--- src/logic/tmu_pkg.sv ---
// Texture-mapping unit pixel back end shared definitions
// Widths, CSR register map, pixel and burst payloads, finish FSM states
package tmu_pkg;

	// Framebuffer and burst geometry
	localparam int FB_ADR_W = 24;                      // 16-bit word address
	localparam int BURST_PIX = 4;                      // Pixels per write burst
	localparam int SLOT_W = $clog2(BURST_PIX);         // Pixel slot index within a burst
	localparam int BURST_ADR_W = FB_ADR_W - SLOT_W;    // 64-bit word address

	// CSR bus
	localparam int CSR_A_W = 4;
	localparam int CSR_D_W = 32;

	// Register map, word addresses
	localparam logic [CSR_A_W-1:0] REG_CTRL = 4'd0;    // W: bit0 finish, bit1 key enable
	localparam logic [CSR_A_W-1:0] REG_BRIGHT = 4'd1;
	localparam logic [CSR_A_W-1:0] REG_KEY = 4'd2;

	// Brightness 0-63, full scale out of reset
	localparam int BRIGHT_W = 6;
	localparam logic [BRIGHT_W-1:0] BRIGHT_RST = 6'd63;

	typedef logic [15:0] color_t;                      // RGB565

	typedef struct packed {
		color_t                color;
		logic [FB_ADR_W-1:0]   adr;
	} pix_t;

	typedef struct packed {
		logic [BURST_ADR_W-1:0]   adr;
		logic [2*BURST_PIX-1:0]   sel;                 // Byte selects, two per pixel
		logic [16*BURST_PIX-1:0]  dat;                 // Pixel i in bits 16i+15:16i
	} burst_t;

	// Finish sequence
	typedef enum logic [1:0] {
		IDLE,
		WAIT_DRAIN,
		FLUSH,
		WAIT_FLUSH
	} ctl_state_t;

	typedef struct packed {
		logic [BRIGHT_W-1:0]   bright;
		logic                  key_en;
		color_t                key;
	} decay_cfg_t;

endpackage

--- src/logic/pipe_buffer.sv ---
// One-entry registered pipeline stage
// Carries any payload type over the stb/ack handshake
module pipe_buffer #(
	parameter type payload_t = logic
) (
	input  logic      sys_clk,
	input  logic      sys_rst,
	input  logic      pipe_stb_i,
	output logic      pipe_ack_o,
	input  payload_t  dat_i,
	output logic      pipe_stb_o,
	input  logic      pipe_ack_i,
	output payload_t  dat_o,
	output logic      busy_o
);
	assign pipe_ack_o = ~pipe_stb_o | pipe_ack_i;    // Empty, or emptying this cycle
	assign busy_o = pipe_stb_o;

	always_ff @(posedge sys_clk) begin
		if (sys_rst)
			pipe_stb_o <= 1'b0;
		else if (pipe_stb_i & pipe_ack_o)
			pipe_stb_o <= 1'b1;
		else if (pipe_ack_i)
			pipe_stb_o <= 1'b0;
	end

	always_ff @(posedge sys_clk) begin
		if (pipe_stb_i & pipe_ack_o)
			dat_o <= dat_i;
	end

	// Upstream keeps its item stable until it moves
	a_hold: assert property (@(posedge sys_clk) disable iff (sys_rst)
		pipe_stb_i && !pipe_ack_o |=> pipe_stb_i && $stable(dat_i));

endmodule

--- src/logic/tmu_ctlif.sv ---
// TMU control interface
// Holds brightness and chroma-key registers on the CSR bus and runs the
// finish sequence: drain, flush the partial burst, drain again, interrupt
module tmu_ctlif (
	input  logic                         sys_clk,
	input  logic                         sys_rst,
	input  logic [tmu_pkg::CSR_A_W-1:0]  csr_a_i,
	input  logic                         csr_we_i,
	input  logic [tmu_pkg::CSR_D_W-1:0]  csr_di_i,
	input  logic [3:0]                   stage_busy_i,
	output logic [tmu_pkg::CSR_D_W-1:0]  csr_do_o,
	output logic                         irq_o,
	output tmu_pkg::decay_cfg_t          cfg_o,
	output logic                         flush_o
);
	tmu_pkg::ctl_state_t state;
	tmu_pkg::ctl_state_t next_state;
	logic pipe_busy;
	logic busy;
	logic finish;
	logic [tmu_pkg::CSR_D_W-1:0] rd_dat;

	assign pipe_busy = |stage_busy_i;
	assign busy = (state != tmu_pkg::IDLE);
	// Finish is ignored while a sequence is running
	assign finish = csr_we_i & (csr_a_i == tmu_pkg::REG_CTRL) & csr_di_i[0] & ~busy;

	// Register writes
	always_ff @(posedge sys_clk) begin
		if (sys_rst) begin
			cfg_o.bright <= tmu_pkg::BRIGHT_RST;
			cfg_o.key_en <= 1'b0;
			cfg_o.key <= '0;
		end else if (csr_we_i) begin
			case (csr_a_i)
				tmu_pkg::REG_CTRL:   cfg_o.key_en <= csr_di_i[1];
				tmu_pkg::REG_BRIGHT: cfg_o.bright <= csr_di_i[tmu_pkg::BRIGHT_W-1:0];
				tmu_pkg::REG_KEY:    cfg_o.key <= csr_di_i[15:0];
				default: ;
			endcase
		end
	end

	// Read mux, registered below for one cycle of latency
	always_comb begin
		rd_dat = '0;
		case (csr_a_i)
			tmu_pkg::REG_CTRL: begin
				rd_dat[0] = busy;
				rd_dat[1] = cfg_o.key_en;
			end
			tmu_pkg::REG_BRIGHT: rd_dat[tmu_pkg::BRIGHT_W-1:0] = cfg_o.bright;
			tmu_pkg::REG_KEY:    rd_dat[15:0] = cfg_o.key;
			default: ;
		endcase
	end

	always_ff @(posedge sys_clk) begin
		csr_do_o <= rd_dat;
	end

	always_ff @(posedge sys_clk) begin
		if (sys_rst) begin
			state <= tmu_pkg::IDLE;
			irq_o <= 1'b0;
		end else begin
			state <= next_state;
			irq_o <= (state == tmu_pkg::WAIT_FLUSH) & ~pipe_busy;   // Lands on first IDLE cycle
		end
	end

	always_comb begin
		next_state = state;
		flush_o = 1'b0;
		case (state)
			tmu_pkg::IDLE:       if (finish) next_state = tmu_pkg::WAIT_DRAIN;
			tmu_pkg::WAIT_DRAIN: if (~pipe_busy) next_state = tmu_pkg::FLUSH;
			tmu_pkg::FLUSH: begin
				flush_o = 1'b1;
				next_state = tmu_pkg::WAIT_FLUSH;
			end
			tmu_pkg::WAIT_FLUSH: if (~pipe_busy) next_state = tmu_pkg::IDLE;
			default: next_state = tmu_pkg::IDLE;
		endcase
	end

	// Flush lands on a drained pipeline
	a_flush_drained: assert property (@(posedge sys_clk) disable iff (sys_rst)
		flush_o |-> !pipe_busy);

endmodule

--- src/logic/tmu_decay.sv ---
// TMU decay stage
// Scales each RGB565 channel by brightness and drops chroma-keyed pixels
module tmu_decay (
	input  logic                 sys_clk,
	input  logic                 sys_rst,
	input  tmu_pkg::decay_cfg_t  cfg_i,
	input  logic                 pipe_stb_i,
	output logic                 pipe_ack_o,
	input  tmu_pkg::pix_t        pix_i,
	output logic                 pipe_stb_o,
	input  logic                 pipe_ack_i,
	output tmu_pkg::pix_t        pix_o,
	output logic                 busy_o
);
	logic [6:0] mul;              // Brightness plus one, 1-64
	logic [11:0] r_m;
	logic [12:0] g_m;
	logic [11:0] b_m;
	logic drop;
	logic take;

	always_comb begin
		mul = {1'b0, cfg_i.bright} + 7'd1;
		r_m = pix_i.color[15:11] * mul;
		g_m = pix_i.color[10:5] * mul;
		b_m = pix_i.color[4:0] * mul;
	end

	assign drop = cfg_i.key_en & (pix_i.color == cfg_i.key);
	assign pipe_ack_o = ~pipe_stb_o | pipe_ack_i;
	assign take = pipe_stb_i & pipe_ack_o;
	assign busy_o = pipe_stb_o;

	always_ff @(posedge sys_clk) begin
		if (sys_rst) begin
			pipe_stb_o <= 1'b0;
		end else begin
			if (pipe_ack_i)
				pipe_stb_o <= 1'b0;
			if (take)
				pipe_stb_o <= ~drop;    // Keyed pixel is swallowed here
		end
	end

	always_ff @(posedge sys_clk) begin
		if (take & ~drop) begin
			pix_o.color <= {r_m[10:6], g_m[11:6], b_m[10:6]};   // Divide by 64
			pix_o.adr <= pix_i.adr;
		end
	end

endmodule

--- src/logic/tmu_burst.sv ---
// TMU burst assembler
// Gathers pixels of one burst address into data and byte selects, emits the
// burst when a pixel for another burst arrives or on flush
module tmu_burst (
	input  logic             sys_clk,
	input  logic             sys_rst,
	input  logic             flush_i,
	input  logic             pipe_stb_i,
	output logic             pipe_ack_o,
	input  tmu_pkg::pix_t    pix_i,
	output logic             pipe_stb_o,
	input  logic             pipe_ack_i,
	output tmu_pkg::burst_t  burst_o,
	output logic             busy_o
);
	logic [tmu_pkg::BURST_ADR_W-1:0] cur_adr;
	logic [2*tmu_pkg::BURST_PIX-1:0] cur_sel;
	logic [16*tmu_pkg::BURST_PIX-1:0] cur_dat;
	logic [tmu_pkg::BURST_ADR_W-1:0] pix_badr;
	logic [tmu_pkg::SLOT_W-1:0] slot;
	logic fresh;
	logic merge;
	logic out_free;
	logic take;
	logic emit;

	assign pix_badr = pix_i.adr[tmu_pkg::FB_ADR_W-1:tmu_pkg::SLOT_W];
	assign slot = pix_i.adr[tmu_pkg::SLOT_W-1:0];
	assign fresh = (cur_sel == '0);                      // Nothing gathered yet
	assign merge = ~fresh & (pix_badr == cur_adr);
	assign out_free = ~pipe_stb_o | pipe_ack_i;

	// A pixel for a new burst needs room to push out the old one
	assign pipe_ack_o = fresh | merge | out_free;
	assign take = pipe_stb_i & pipe_ack_o;
	assign emit = ~fresh & out_free & ((take & ~merge) | flush_i);
	assign busy_o = pipe_stb_o;

	always_ff @(posedge sys_clk) begin
		if (sys_rst) begin
			pipe_stb_o <= 1'b0;
			cur_sel <= '0;
		end else begin
			if (pipe_ack_i)
				pipe_stb_o <= 1'b0;
			if (emit)
				pipe_stb_o <= 1'b1;
			if (take) begin
				if (!merge)
					cur_sel <= '0;
				cur_sel[slot*2 +: 2] <= 2'b11;
			end else if (emit) begin
				cur_sel <= '0;                           // Flushed
			end
		end
	end

	always_ff @(posedge sys_clk) begin
		if (take) begin
			if (!merge) begin
				cur_adr <= pix_badr;
				cur_dat <= '0;
			end
			cur_dat[slot*16 +: 16] <= pix_i.color;       // Later pixel overwrites
		end
		if (emit) begin
			burst_o.adr <= cur_adr;
			burst_o.sel <= cur_sel;
			burst_o.dat <= cur_dat;
		end
	end

	// The control FSM only flushes a drained pipeline
	a_flush_idle: assert property (@(posedge sys_clk) disable iff (sys_rst)
		flush_i |-> !pipe_stb_o && !pipe_stb_i);

endmodule

--- src/logic/tmu_back_top.sv ---
// TMU pixel back end top level
// Control block, decay, pixel buffer, burst assembler and output buffer
module tmu_back_top (
	input  logic                         sys_clk,
	input  logic                         sys_rst,
	input  logic [tmu_pkg::CSR_A_W-1:0]  csr_a_i,
	input  logic                         csr_we_i,
	input  logic [tmu_pkg::CSR_D_W-1:0]  csr_di_i,
	output logic [tmu_pkg::CSR_D_W-1:0]  csr_do_o,
	output logic                         irq_o,
	input  logic                         pix_stb_i,
	input  tmu_pkg::pix_t                pix_i,
	output logic                         pix_ack_o,
	output logic                         wr_stb_o,
	output tmu_pkg::burst_t              wr_o,
	input  logic                         wr_ack_i
);
	tmu_pkg::decay_cfg_t cfg;
	logic flush;

	logic decay_busy;
	logic decay_stb;
	logic decay_ack;
	tmu_pkg::pix_t decay_pix;

	logic pix_buf_busy;
	logic pix_buf_stb;
	logic pix_buf_ack;
	tmu_pkg::pix_t pix_buf_pix;

	logic burst_busy;
	logic burst_stb;
	logic burst_ack;
	tmu_pkg::burst_t burst_dat;

	logic out_buf_busy;

	tmu_ctlif ctlif (
		.sys_clk      (sys_clk),
		.sys_rst      (sys_rst),
		.csr_a_i      (csr_a_i),
		.csr_we_i     (csr_we_i),
		.csr_di_i     (csr_di_i),
		.stage_busy_i ({out_buf_busy, burst_busy, pix_buf_busy, decay_busy}),
		.csr_do_o     (csr_do_o),
		.irq_o        (irq_o),
		.cfg_o        (cfg),
		.flush_o      (flush)
	);

	tmu_decay decay (
		.sys_clk    (sys_clk),
		.sys_rst    (sys_rst),
		.cfg_i      (cfg),
		.pipe_stb_i (pix_stb_i),
		.pipe_ack_o (pix_ack_o),
		.pix_i      (pix_i),
		.pipe_stb_o (decay_stb),
		.pipe_ack_i (decay_ack),
		.pix_o      (decay_pix),
		.busy_o     (decay_busy)
	);

	pipe_buffer #(.payload_t(tmu_pkg::pix_t)) pix_buf (
		.sys_clk    (sys_clk),
		.sys_rst    (sys_rst),
		.pipe_stb_i (decay_stb),
		.pipe_ack_o (decay_ack),
		.dat_i      (decay_pix),
		.pipe_stb_o (pix_buf_stb),
		.pipe_ack_i (pix_buf_ack),
		.dat_o      (pix_buf_pix),
		.busy_o     (pix_buf_busy)
	);

	tmu_burst burst (
		.sys_clk    (sys_clk),
		.sys_rst    (sys_rst),
		.flush_i    (flush),
		.pipe_stb_i (pix_buf_stb),
		.pipe_ack_o (pix_buf_ack),
		.pix_i      (pix_buf_pix),
		.pipe_stb_o (burst_stb),
		.pipe_ack_i (burst_ack),
		.burst_o    (burst_dat),
		.busy_o     (burst_busy)
	);

	// Output register toward the write port
	pipe_buffer #(.payload_t(tmu_pkg::burst_t)) out_buf (
		.sys_clk    (sys_clk),
		.sys_rst    (sys_rst),
		.pipe_stb_i (burst_stb),
		.pipe_ack_o (burst_ack),
		.dat_i      (burst_dat),
		.pipe_stb_o (wr_stb_o),
		.pipe_ack_i (wr_ack_i),
		.dat_o      (wr_o),
		.busy_o     (out_buf_busy)
	);

endmodule

--- config.mk ---
export PLATFORM = sky130hd
export DESIGN_NAME = tmu_back_top
export DESIGN_NICKNAME = d
export VERILOG_FILES = /design/src/logic/tmu_pkg.sv /design/src/logic/pipe_buffer.sv /design/src/logic/tmu_ctlif.sv /design/src/logic/tmu_decay.sv /design/src/logic/tmu_burst.sv /design/src/logic/tmu_back_top.sv
export SDC_FILE = /design/constraint.sdc
export NUM_CORES = 1
export LEC_CHECK = 0
export BUFFER_PORTS_ARGS = -buffer_cell sky130_fd_sc_hd__buf_4
export CORE_ASPECT_RATIO = 1.2
export CORE_MARGIN = 1
export CORE_UTILIZATION = 40
export DETAILED_ROUTE_END_ITERATION = 10
export HOLD_SLACK_MARGIN = 0.08
export PLACE_DENSITY = 0.69
export SYNTH_ARGS = -nofsm -noshare
export SYNTH_HDL_FRONTEND = slang
export SYNTH_SLANG_ARGS = --single-unit
--- constraint.sdc ---
create_clock -name sys_clk -period 8 [get_ports sys_clk]
set_input_delay 0.4 -clock sys_clk [delete_from_list [all_inputs] [get_ports sys_clk]]
set_output_delay 0.4 -clock sys_clk [all_outputs]
set_load 0.1 [all_outputs]
* Word-level counts from Yosys, hierarchy flattened
Cells that the tools add are included.
** Storage, ports and cells
- Flip-flop bits (word level) :: 408
- Bits of input ports :: 81
- Logic and storage cells :: 113
** Operators by class
- Equality and inequality tests :: 10
- Muxes and demuxes :: 24
- Multipliers :: 3
- $add $sub $neg :: 3
- Bitwise logic cells :: 30
- Reduce and logical (&&, ||, !) cells :: 15
- Shift-type cells :: 4
** Operator list (number)
- 2-to-1 mux 64 bit :: 2
- bitwise mux 64 bit :: 1
- variable shift 16 x 34 -> 64 bit (first input constant) :: 1
- variable part select 16 x 34 -> 64 bit :: 1
- 2-to-1 mux 8 bit :: 5
- negation 3 -> 34 bit :: 1
- negation 6 -> 34 bit :: 1
- variable shift 2 x 34 -> 8 bit (first input constant) :: 1
- variable part select 2 x 34 -> 8 bit (first input constant) :: 1
- equality test 22 bit :: 1
- multiplier 5 x 7 -> 11 bit :: 2
- equality test 16 bit :: 1
- AND 1 bit :: 14
- multiplier 6 x 7 -> 12 bit :: 1
- nonzero test 2 bit :: 6
- 2-to-1 mux 1 bit :: 9
- inverter 1 bit :: 9
- bitwise mux 8 bit :: 1
- logical NOT 8 bit :: 1
- case mux 2 bit (4 select lines) :: 1
- case mux 4 bit (2 select lines) :: 1
- AND reduction 2 bit :: 4
- adder 6 x 1 -> 7 bit (second input constant) :: 1
- bitwise OR 1 bit :: 7
- 12 further kinds :: 16

* Depth between registers and ports, before layout
Gate-level depths: netlist of the first run.
- Word-level depth :: 11
- Gate-level depth with buffers :: 17
- Mapped depth without buffers :: 16

* Hierarchy
A second synthesis of the first run with hierarchy kept.
** Second synthesis, totals
- Cell total of the unflattened synthesis :: 1070
- Area total of the unflattened synthesis :: 16819.9 µm²
** By module, submodules not included
- tmu_burst :: cells an instance 328, times used 1, area each 6438.7 µm²
- tmu_decay :: cells an instance 424, times used 1, area each 4519.3 µm²
- pipe_buffer at out_buf :: cells an instance 100, times used 1, area each 2885.3 µm²
- tmu_ctlif :: cells an instance 172, times used 1, area each 1712.9 µm²
- pipe_buffer at pix_buf :: cells an instance 46, times used 1, area each 1263.7 µm²

* Least setup slack after synthesis of the first run
OpenSTA, ideal clock, no wires.
- Path kind :: flip-flop to flip-flop
- From :: register burst.cur_adr[0] (netlist bit)
- To :: register burst.burst_o[0] (netlist bit) (enable)
- Slack :: 0.088 ns
- Arrival time :: 7.263 ns
- Cell stages (with the launch flop) :: 7
- Setup time :: 0.649 ns
- Cells stage by stage :: edfxtp_1 -> xnor2_1 -> nand4_1 -> nor4_2 -> a21oi_1 -> nor2_1 -> nor3_1
** Between the ends
- Cells in the longest elaborated chain, start to end :: 8
- Elaborated cells on any way between the ends :: 9
** RTL lines
- from (decl) :: line tmu_burst.sv:16 : logic [tmu_pkg::BURST_ADR_W-1:0] cur_adr;
- from (signal assigned) :: line tmu_burst.sv:61 : cur_adr <= pix_badr;
- equality test 22 bit (*) :: line tmu_burst.sv:30 : assign merge = ~fresh & (pix_badr == cur_adr);
- AND 1 bit (*) :: line tmu_burst.sv:30
- bitwise OR 1 bit (2 in series) :: line tmu_burst.sv:34 : assign pipe_ack_o = fresh | merge | out_free;
- AND 1 bit :: line tmu_burst.sv:35 : assign take = pipe_stb_i & pipe_ack_o;
- AND 1 bit (*) :: line tmu_burst.sv:36 : assign emit = ~fresh & out_free & ((take & ~merge) | flush_i);
- bitwise OR 1 bit (*) :: line tmu_burst.sv:36
- AND 1 bit (*) :: line tmu_burst.sv:36
- via burst.emit :: line tmu_burst.sv:25 : logic emit;
- to (decl) :: line tmu_burst.sv:13 : output tmu_pkg::burst_t burst_o,
The timed path passes the listed nets; every way through them passes the cells marked *.
A chain may end at the register's enable or synchronous reset.

* Worst setup path after layout of the first run
- From :: register ctlif.cfg_o[17] (netlist bit)
- To :: register decay.pix_o[34] (netlist bit), data pin
** Between the ends
- Cells in the longest elaborated chain, start to end :: 2
** RTL lines
- from (decl) :: line tmu_ctlif.sv:13 : output tmu_pkg::decay_cfg_t cfg_o,
- adder 6 x 1 -> 7 bit :: line tmu_decay.sv:23 : mul = {1'b0, cfg_i.bright} + 7'd1;
- multiplier 6 x 7 -> 12 bit :: line tmu_decay.sv:25 : g_m = pix_i.color[10:5] * mul;
- via decay.g_m[11] :: line tmu_decay.sv:17 : logic [12:0] g_m;
- to (decl) :: line tmu_decay.sv:12 : output tmu_pkg::pix_t pix_o,
The timed path passes the listed nets, and every way through them passes these cells.

==> reports/metrics.yaml, run 1 <==
yosys:
  ys_async_sr_fraction: 0
  synth_seq_cells: 396
  yosys.area.top_type: "edfxtp_1"
  synth_area_leaders: "edfxtp_1 (63%), dfxtp_1 (6.1%), fa_1 (5.5%), and2_1 (4.7%), ha_1 (4.6%)"
  synth_warnings: 0
  ys_types: 56
  synth_common_cells: "edfxtp_1 (346), and2_1 (122), nand2_1 (67)"
  synth-edff-count: 346
  syn-cell-area_sq_um: 16400
  yosys_most_used_dff: "edfxtp_1"
  synth_area_per_cell_sq_um: 15.6
  ys_seq_area_frac: 0.695
  syn_inst: 1054
  synth_top_area_share: 0.634
  synthMostInstantiatedCell: "edfxtp_1"
route:
  viasPerCell: 4.60
  antenna_left: 0
  avgRoutedWirePerCell_um: 15.7
  num_vias: 8498
  drt_iter0_drc: 316
  drc: 0
  drt_first_pass_iters: 5
  drt_wl_total_um: 29000
clock_tree:
  postCtsSetupBuffers: 0
  clock_path_buffers: 3
  clk_root_buffer_cell: "clkbuf_16"
  htree_num_levels: 2
  insertion_delay_ps: 540
  clk_pin_slew_worst_paths_ps: 60
  cts.sinks: 396
  cts-buffers-inserted: 38
  cts_tree: "done"
placed_design:
  io_buffers: 177
  place_congestion: 0.793
  hpwl_um: 20200
  place_area_sq_um: 18400
worst_hold_path:
  hp-class: "in2reg"
  min_path_cells: 3
  hold_start: "csr_di_i[1]"
  min_to: "ctlif.cfg_o[18]"
finish:
  layout.nets: 1472
  drive_gt1_frac: 0.206
  multiInputGateArea_sq_um: 4620
  synthToLayoutAreaGrowth_pct: 21.7
  diodes: 0
  nFillCells: 3394
  regArea_sq_um: 11400
  design_area_sq_um: 20000
power_and_ir_drop:
  p_per_area_nw_per_um2: 230
  ir_worst_vdd_mv: 0.153
  leakage_nw: 7.62
floorplanning:
  pin_count: 210
  coreArea_sq_um: 40000
  fp.dieW_um: 187
  die_y_um: 224
  die_area_sq_um: 41800
  start_util: 0.409
  fp-row-count: 80
timing:
  max_slew.worst_pin.slew_ps: 1160
  slew-limit-headroom: 0.226
  fin_skew_ps: 27.8
  period_share: 0.615
  max_freq_mhz: 203
  tns_ps: 0
  hold_viol_final: 0
  final-max-slew-violation-count: 0
  period_minus_slack_ps: 4920
  rsz0062_at_grt: "no"
  setup_viol: 0
setup_path:
  cp.required_ps: 8270
  cp-end-kind: "flop"
  timing.reg2reg.setup_slack_ps: 3080
  critPathKind: "reg2reg"
  rr_worst_depth: 17
  crit_fanout: 18
  start_kind: "flop"
  cp.arrival_ps: 5190
  rr_endpoint: "decay.pix_o[34]"
  r2r_start: "ctlif.cfg_o[17]"
grt:
  antenna_found_initial: 0
  grt_pass1_wl_um: 46300
  grt.total_usage: 0.141
  grt_pass1_vias: 8757
  grt_max_degree: 84
  grt_overflow: 0
job:
  maxCapViolations: 0
outcome:
  status: "finished, final reports clean"
## cell families after synthesis
logic type                 count (synthesis)  share of synthesized area
DFF                                      396                      0.695
AOI/OAI and AO/OA                         65                     0.0301
adders and majority gates                105                      0.101
muxes                                      2                    0.00130
and+or+nand+nor                          314                      0.109
buffers and inverters                    107                     0.0298
other                                      1                   0.000229
xor gates and xnor gates                  64                     0.0342
## flip-flops by register name, indices dropped and copies added, names as in the netlist
| name | cells |
|---|---|
| burst.burst_o | 90 |
| burst.busy_o | 1 |
| burst.cur_adr | 22 |
| burst.cur_dat | 64 |
| burst.cur_sel | 4 |
| ctlif.cfg_o | 23 |
| ctlif.csr_do_o | 16 |
| ctlif.irq_o | 1 |
| ctlif.state | 2 |
| decay.busy_o | 1 |
| decay.pix_o | 40 |
| out_buf.busy_o | 1 |
| out_buf.dat_o | 90 |
| pix_buf.busy_o | 1 |
| pix_buf.dat_o | 40 |
## through the flow
stage / hold WS, ps / cells / power [mW] / utilization / setup WS, ps
detailed placement: 405 / 1751 / 2.77 / 0.458 / 3020
floorplan: 400 / 1069 / 2.66 / - / 88.2
global placement: 401 / 1751 / 2.76 / 0.458 / 3120
finish: 101 / 1849 / 4.59 / 0.498 / 3080
CTS: 80.5 / 1849 / 4.64 / 0.498 / 3020
global route: 91.2 / 1849 / 4.77 / 0.498 / 2730
## critical path, stage by stage, from the launching register on
cell	delay, ps
dfxtp_1	740
ha_1	320
nand3_1	110
xor2_1	150
buf_4	250
nor2b_1	90
fa_1	500
inv_1	50
fa_1	460
fa_1	540
inv_1	40
ha_1	300
nand4b_1	90
nor2_1	70
o41ai_2	470
o21ai_1	180
a21oi_1	200
xnor2_1	90
## what timing repair did
action,4_1_cts,5_1_grt
hold buffers,28,0
resized for setup,0,0
endpoints found under the hold margin,28,0
## how the worst max path moves through the flow
stage	start	to	slack [ps]	depth (start not counted)
after floorplan	burst.cur_adr[0]	burst.burst_o[0]	90	6
after global placement	ctlif.cfg_o[17]	decay.pix_o[34]	3120	17
after detailed placement	ctlif.cfg_o[17]	decay.pix_o[34]	3020	17
after CTS	ctlif.cfg_o[17]	decay.pix_o[34]	3020	17
after global routing	ctlif.cfg_o[17]	decay.pix_o[34]	2730	17
final	ctlif.cfg_o[17]	decay.pix_o[34]	3080	17
## cells in the final DEF, fill, tap and decap left out, types with 7 or more instances in the layout
master / n
dlygate4sd3_1: 28
nand3_1: 13
conb_1: 16
nor3_1: 9
ha_1: 60
nor2b_1: 38
a21oi_1: 28
fa_1: 45
edfxtp_1: 346
and2_1: 122
nor2_1: 21
clkbuf_16: 38
xor2_1: 21
dfxtp_1: 50
nand2b_1: 8
clkinv_1: 9
nand2_1: 67
inv_1: 66
xnor2_1: 43
buf_4: 189
clkbuf_1: 7
## power by group
| group | total (mW) | switching [mW] | internal [mW] |
|---|---|---|---|
| Sequential | 2.34 | 0.0266 | 2.31 |
| Combinational | 0.400 | 0.248 | 0.152 |
| Clock | 1.85 | 0.757 | 1.09 |
| Total | 4.59 | 1.03 | 3.56 |
## metal layers
metal / track usage / wire length [um] / up-vias
li1: - / - / 4136
met1: 0.163 / 11800 / 4115
met2: 0.257 / 14900 / 190
met3: 0.0285 / 1380 / 57
met4: 0.0553 / 892 / 0
met5: 0 / 0 / -
## cell type report
type / instances / area share
Multi-Input combinational cell: 566 / 0.232
Timing Repair Buffer: 217 / 0.0852
Clock buffer: 46 / 0.0497
Tap cell: 533 / 0.0334
Sequential cell: 396 / 0.571
Clock inverter: 24 / 0.0164
Inverter: 67 / 0.0126
Note: power is estimated with default switching activity, not from simulation.
==> run 2, diff against run 1 <==
- PLACE_DENSITY: 0.69 -> 0.67
- clock period: 8 -> 4.85 ns (I/O delays scaled with it)
==> reports/metrics.yaml, run 2 (same netlist as run 1, synthesis figures left out) <==
clock_tree:
  htree_num_levels: 2  # unchanged
  cts_tree: "done"  # unchanged
  clk_pin_slew_worst_paths_ps: 60  # about the same
  cts_resized: 0  # unchanged
  clk_root_buffer_cell: "clkbuf_16"  # unchanged
  clock_path_buffers: 3  # unchanged
  cts.sinks: 396  # unchanged
  insertion_delay_ps: 530  # was 540 ps
  postCtsSetupBuffers: 0  # unchanged
  cts_hold_buf: 42  # was 28
  cts-buffers-inserted: 38  # unchanged
finish:
  most-common-layout-cells: "edfxtp_1 (346), buf_4 (192), and2_1 (122)"  # was edfxtp_1 (346), buf_4 (189), and2_1 (122)
  diodes: 0  # unchanged
  layout.nets: 1490  # was 1,472
  final_cells: 1866  # was 1,849
  largestRegisters: "burst.burst_o (90), out_buf.dat_o (90), burst.cur_dat (64)"  # unchanged
  final_common_cell: "edfxtp_1"  # unchanged
  drive_gt1_frac: 0.202  # was 0.206
  synthToLayoutAreaGrowth_pct: 22.0  # was 21.7%
outcome:
  status: "finished, final reports clean"  # unchanged
grt:
  grt_busiest_layer: "met2"  # unchanged
  grt.total_usage: 0.144  # was 0.141
  grt_util_met3: 0.0260  # was 0.0285
  grt_max_degree: 60  # was 84
  grt_overflow: 0  # unchanged
  antenna_found_initial: 0  # unchanged
  use_met2: 0.258  # was 0.257
  grt_pass1_vias: 8801  # was 8,757
  grt_pass1_wl_um: 47100  # was 46,300 um
  use_met1: 0.174  # was 0.163
timing:
  period_minus_slack_ps: 4550  # was 4920 ps
  max_slew.worst_pin.slew_ps: 1110  # was 1160 ps
  fin_skew_ps: 21.5  # was 27.8 ps
  max_freq_mhz: 220  # was 203 MHz
  final-max-slew-violation-count: 0  # unchanged
  period_share: 0.939  # was 0.615
  tns_ps: 0  # unchanged
  hold_viol_final: 0  # unchanged
  slew-limit-headroom: 0.256  # was 0.226
  fin_hold_ws_ps: 123  # was 101 ps
  setup_viol: 0  # unchanged
  rsz0062_at_grt: "no"  # unchanged
worst_hold_path:
  hp-class: "in2reg"  # unchanged
  min_path_cells: 3  # unchanged
setup_path:
  start_kind: "flop"  # unchanged
  timing.reg2reg.setup_slack_ps: 300  # was 3080 ps
  cp.arrival_ps: 4820  # was 5190 ps
  timing.critical_path.from: "ctlif.cfg_o[18]"  # was ctlif.cfg_o[17]
  r2r_start: "ctlif.cfg_o[18]"  # was ctlif.cfg_o[17]
  critPathKind: "reg2reg"  # unchanged
  cp.required_ps: 5120  # was 8270 ps
  rr_worst_depth: 15  # was 17
  rr_endpoint: "decay.pix_o[38]"  # was decay.pix_o[34]
  crit_fanout: 11  # was 18
  cp-endpoint: "decay.pix_o[38]"  # was decay.pix_o[34]
  cp-end-kind: "flop"  # unchanged
power_and_ir_drop:
  leakage_nw: 7.65  # was 7.62 nW
  ir_worst_vdd_mv: 0.201  # was 0.153 mV
  power_mw: 7.33  # was 4.59 mW
  p_per_area_nw_per_um2: 366  # was 230 nW/um^2
floorplanning:
  pin_count: 210  # unchanged
  die_area_sq_um: 41800  # unchanged
  start_util: 0.409  # unchanged
  fp-row-count: 80  # unchanged
  coreArea_sq_um: 40000  # unchanged
  die_y_um: 224  # unchanged
  fp.dieW_um: 187  # unchanged
route:
  num_vias: 8537  # was 8,498
  drt_iter0_drc: 409  # was 316
  viasPerCell: 4.58  # was 4.60
  drt_wl_total_um: 29600  # was 29,000 um
  drc: 0  # unchanged
  antenna_left: 0  # unchanged
  drt_first_pass_iters: 4  # was 5
  avgRoutedWirePerCell_um: 15.9  # was 15.7 um
placed_design:
  io_buffers: 177  # unchanged
  place_congestion: 0.808  # was 0.793
  dp.cells: 1755  # was 1,751
  hpwl_um: 21100  # was 20,200 um
job:
  maxCapViolations: 0  # unchanged
## run 2: changes by cell type in the layout (fill, tap and decap cells not counted), moves of 2 or more
cell	before	now
dlygate4sd3_1	28	42
clkinv_8	3	0
clkbuf_1	7	9
buf_4	189	192
clkinv_1	9	12
clkinvlp_4	2	0
inv_6	0	3
bufinv_16	6	2
## run 2: worst min-delay path by stage
stage,startpoint,end,slack (ps)
floorplan,pix_i[0],decay.pix_o[0],340
global placement,burst.burst_o[87],out_buf.dat_o[87],400
detailed placement,burst.cur_dat[19],burst.burst_o[19],400
CTS,csr_a_i[2],ctlif.csr_do_o[8],100
global route,csr_a_i[2],ctlif.csr_do_o[8],110
finish,csr_a_i[2],ctlif.csr_do_o[8],120
## run 2: metrics by stage
step | setup slack, ps | area, sq um | util
2_1_floorplan | 131 | 16500 | -
3_3_place_gp | 367 | 18400 | 0.460
3_5_place_dp | 301 | 18400 | 0.460
4_1_cts | 263 | 20000 | 0.500
5_1_grt | 13.4 | 20000 | 0.500
6_report | 298 | 20000 | 0.500
## run 2: layout make-up
type	count	area, sq um
clock buffer	48	1010
inverter	67	251
multi-input combinational	566	4630
tap	533	667
sequential	396	11400
clock inverter	21	171
timing repair buffer	235	1880
fill	3357	20000
## run 2: power breakdown
| part | leakage [nW] | total (mW) | switching [mW] | internal (mW) |
|---|---|---|---|---|
| Combinational | 3.48 | 0.671 | 0.411 | 0.261 |
| Sequential | 3.59 | 3.86 | 0.0430 | 3.81 |
| Clock | 0.576 | 2.80 | 1.21 | 1.60 |
## run 2: routing by layer
metal,part of all wire,up-vias
met3,0.044,56
li1,-,4163
met4,0.025,0
met2,0.51,196
met5,0,-
met1,0.42,4122
## run 2: critical path: stages, from the launching register on
cell and delay [ps]:
dfxtp_1 410, ha_1 230, xor2_1 370, buf_4 250, nand2_1 80, fa_1 460
fa_1 510, fa_1 550, inv_1 40, ha_1 310, and4b_1 200, a221oi_2 310
o21ai_2 150, and2_4 190, a21oi_2 140, xnor2_1 70
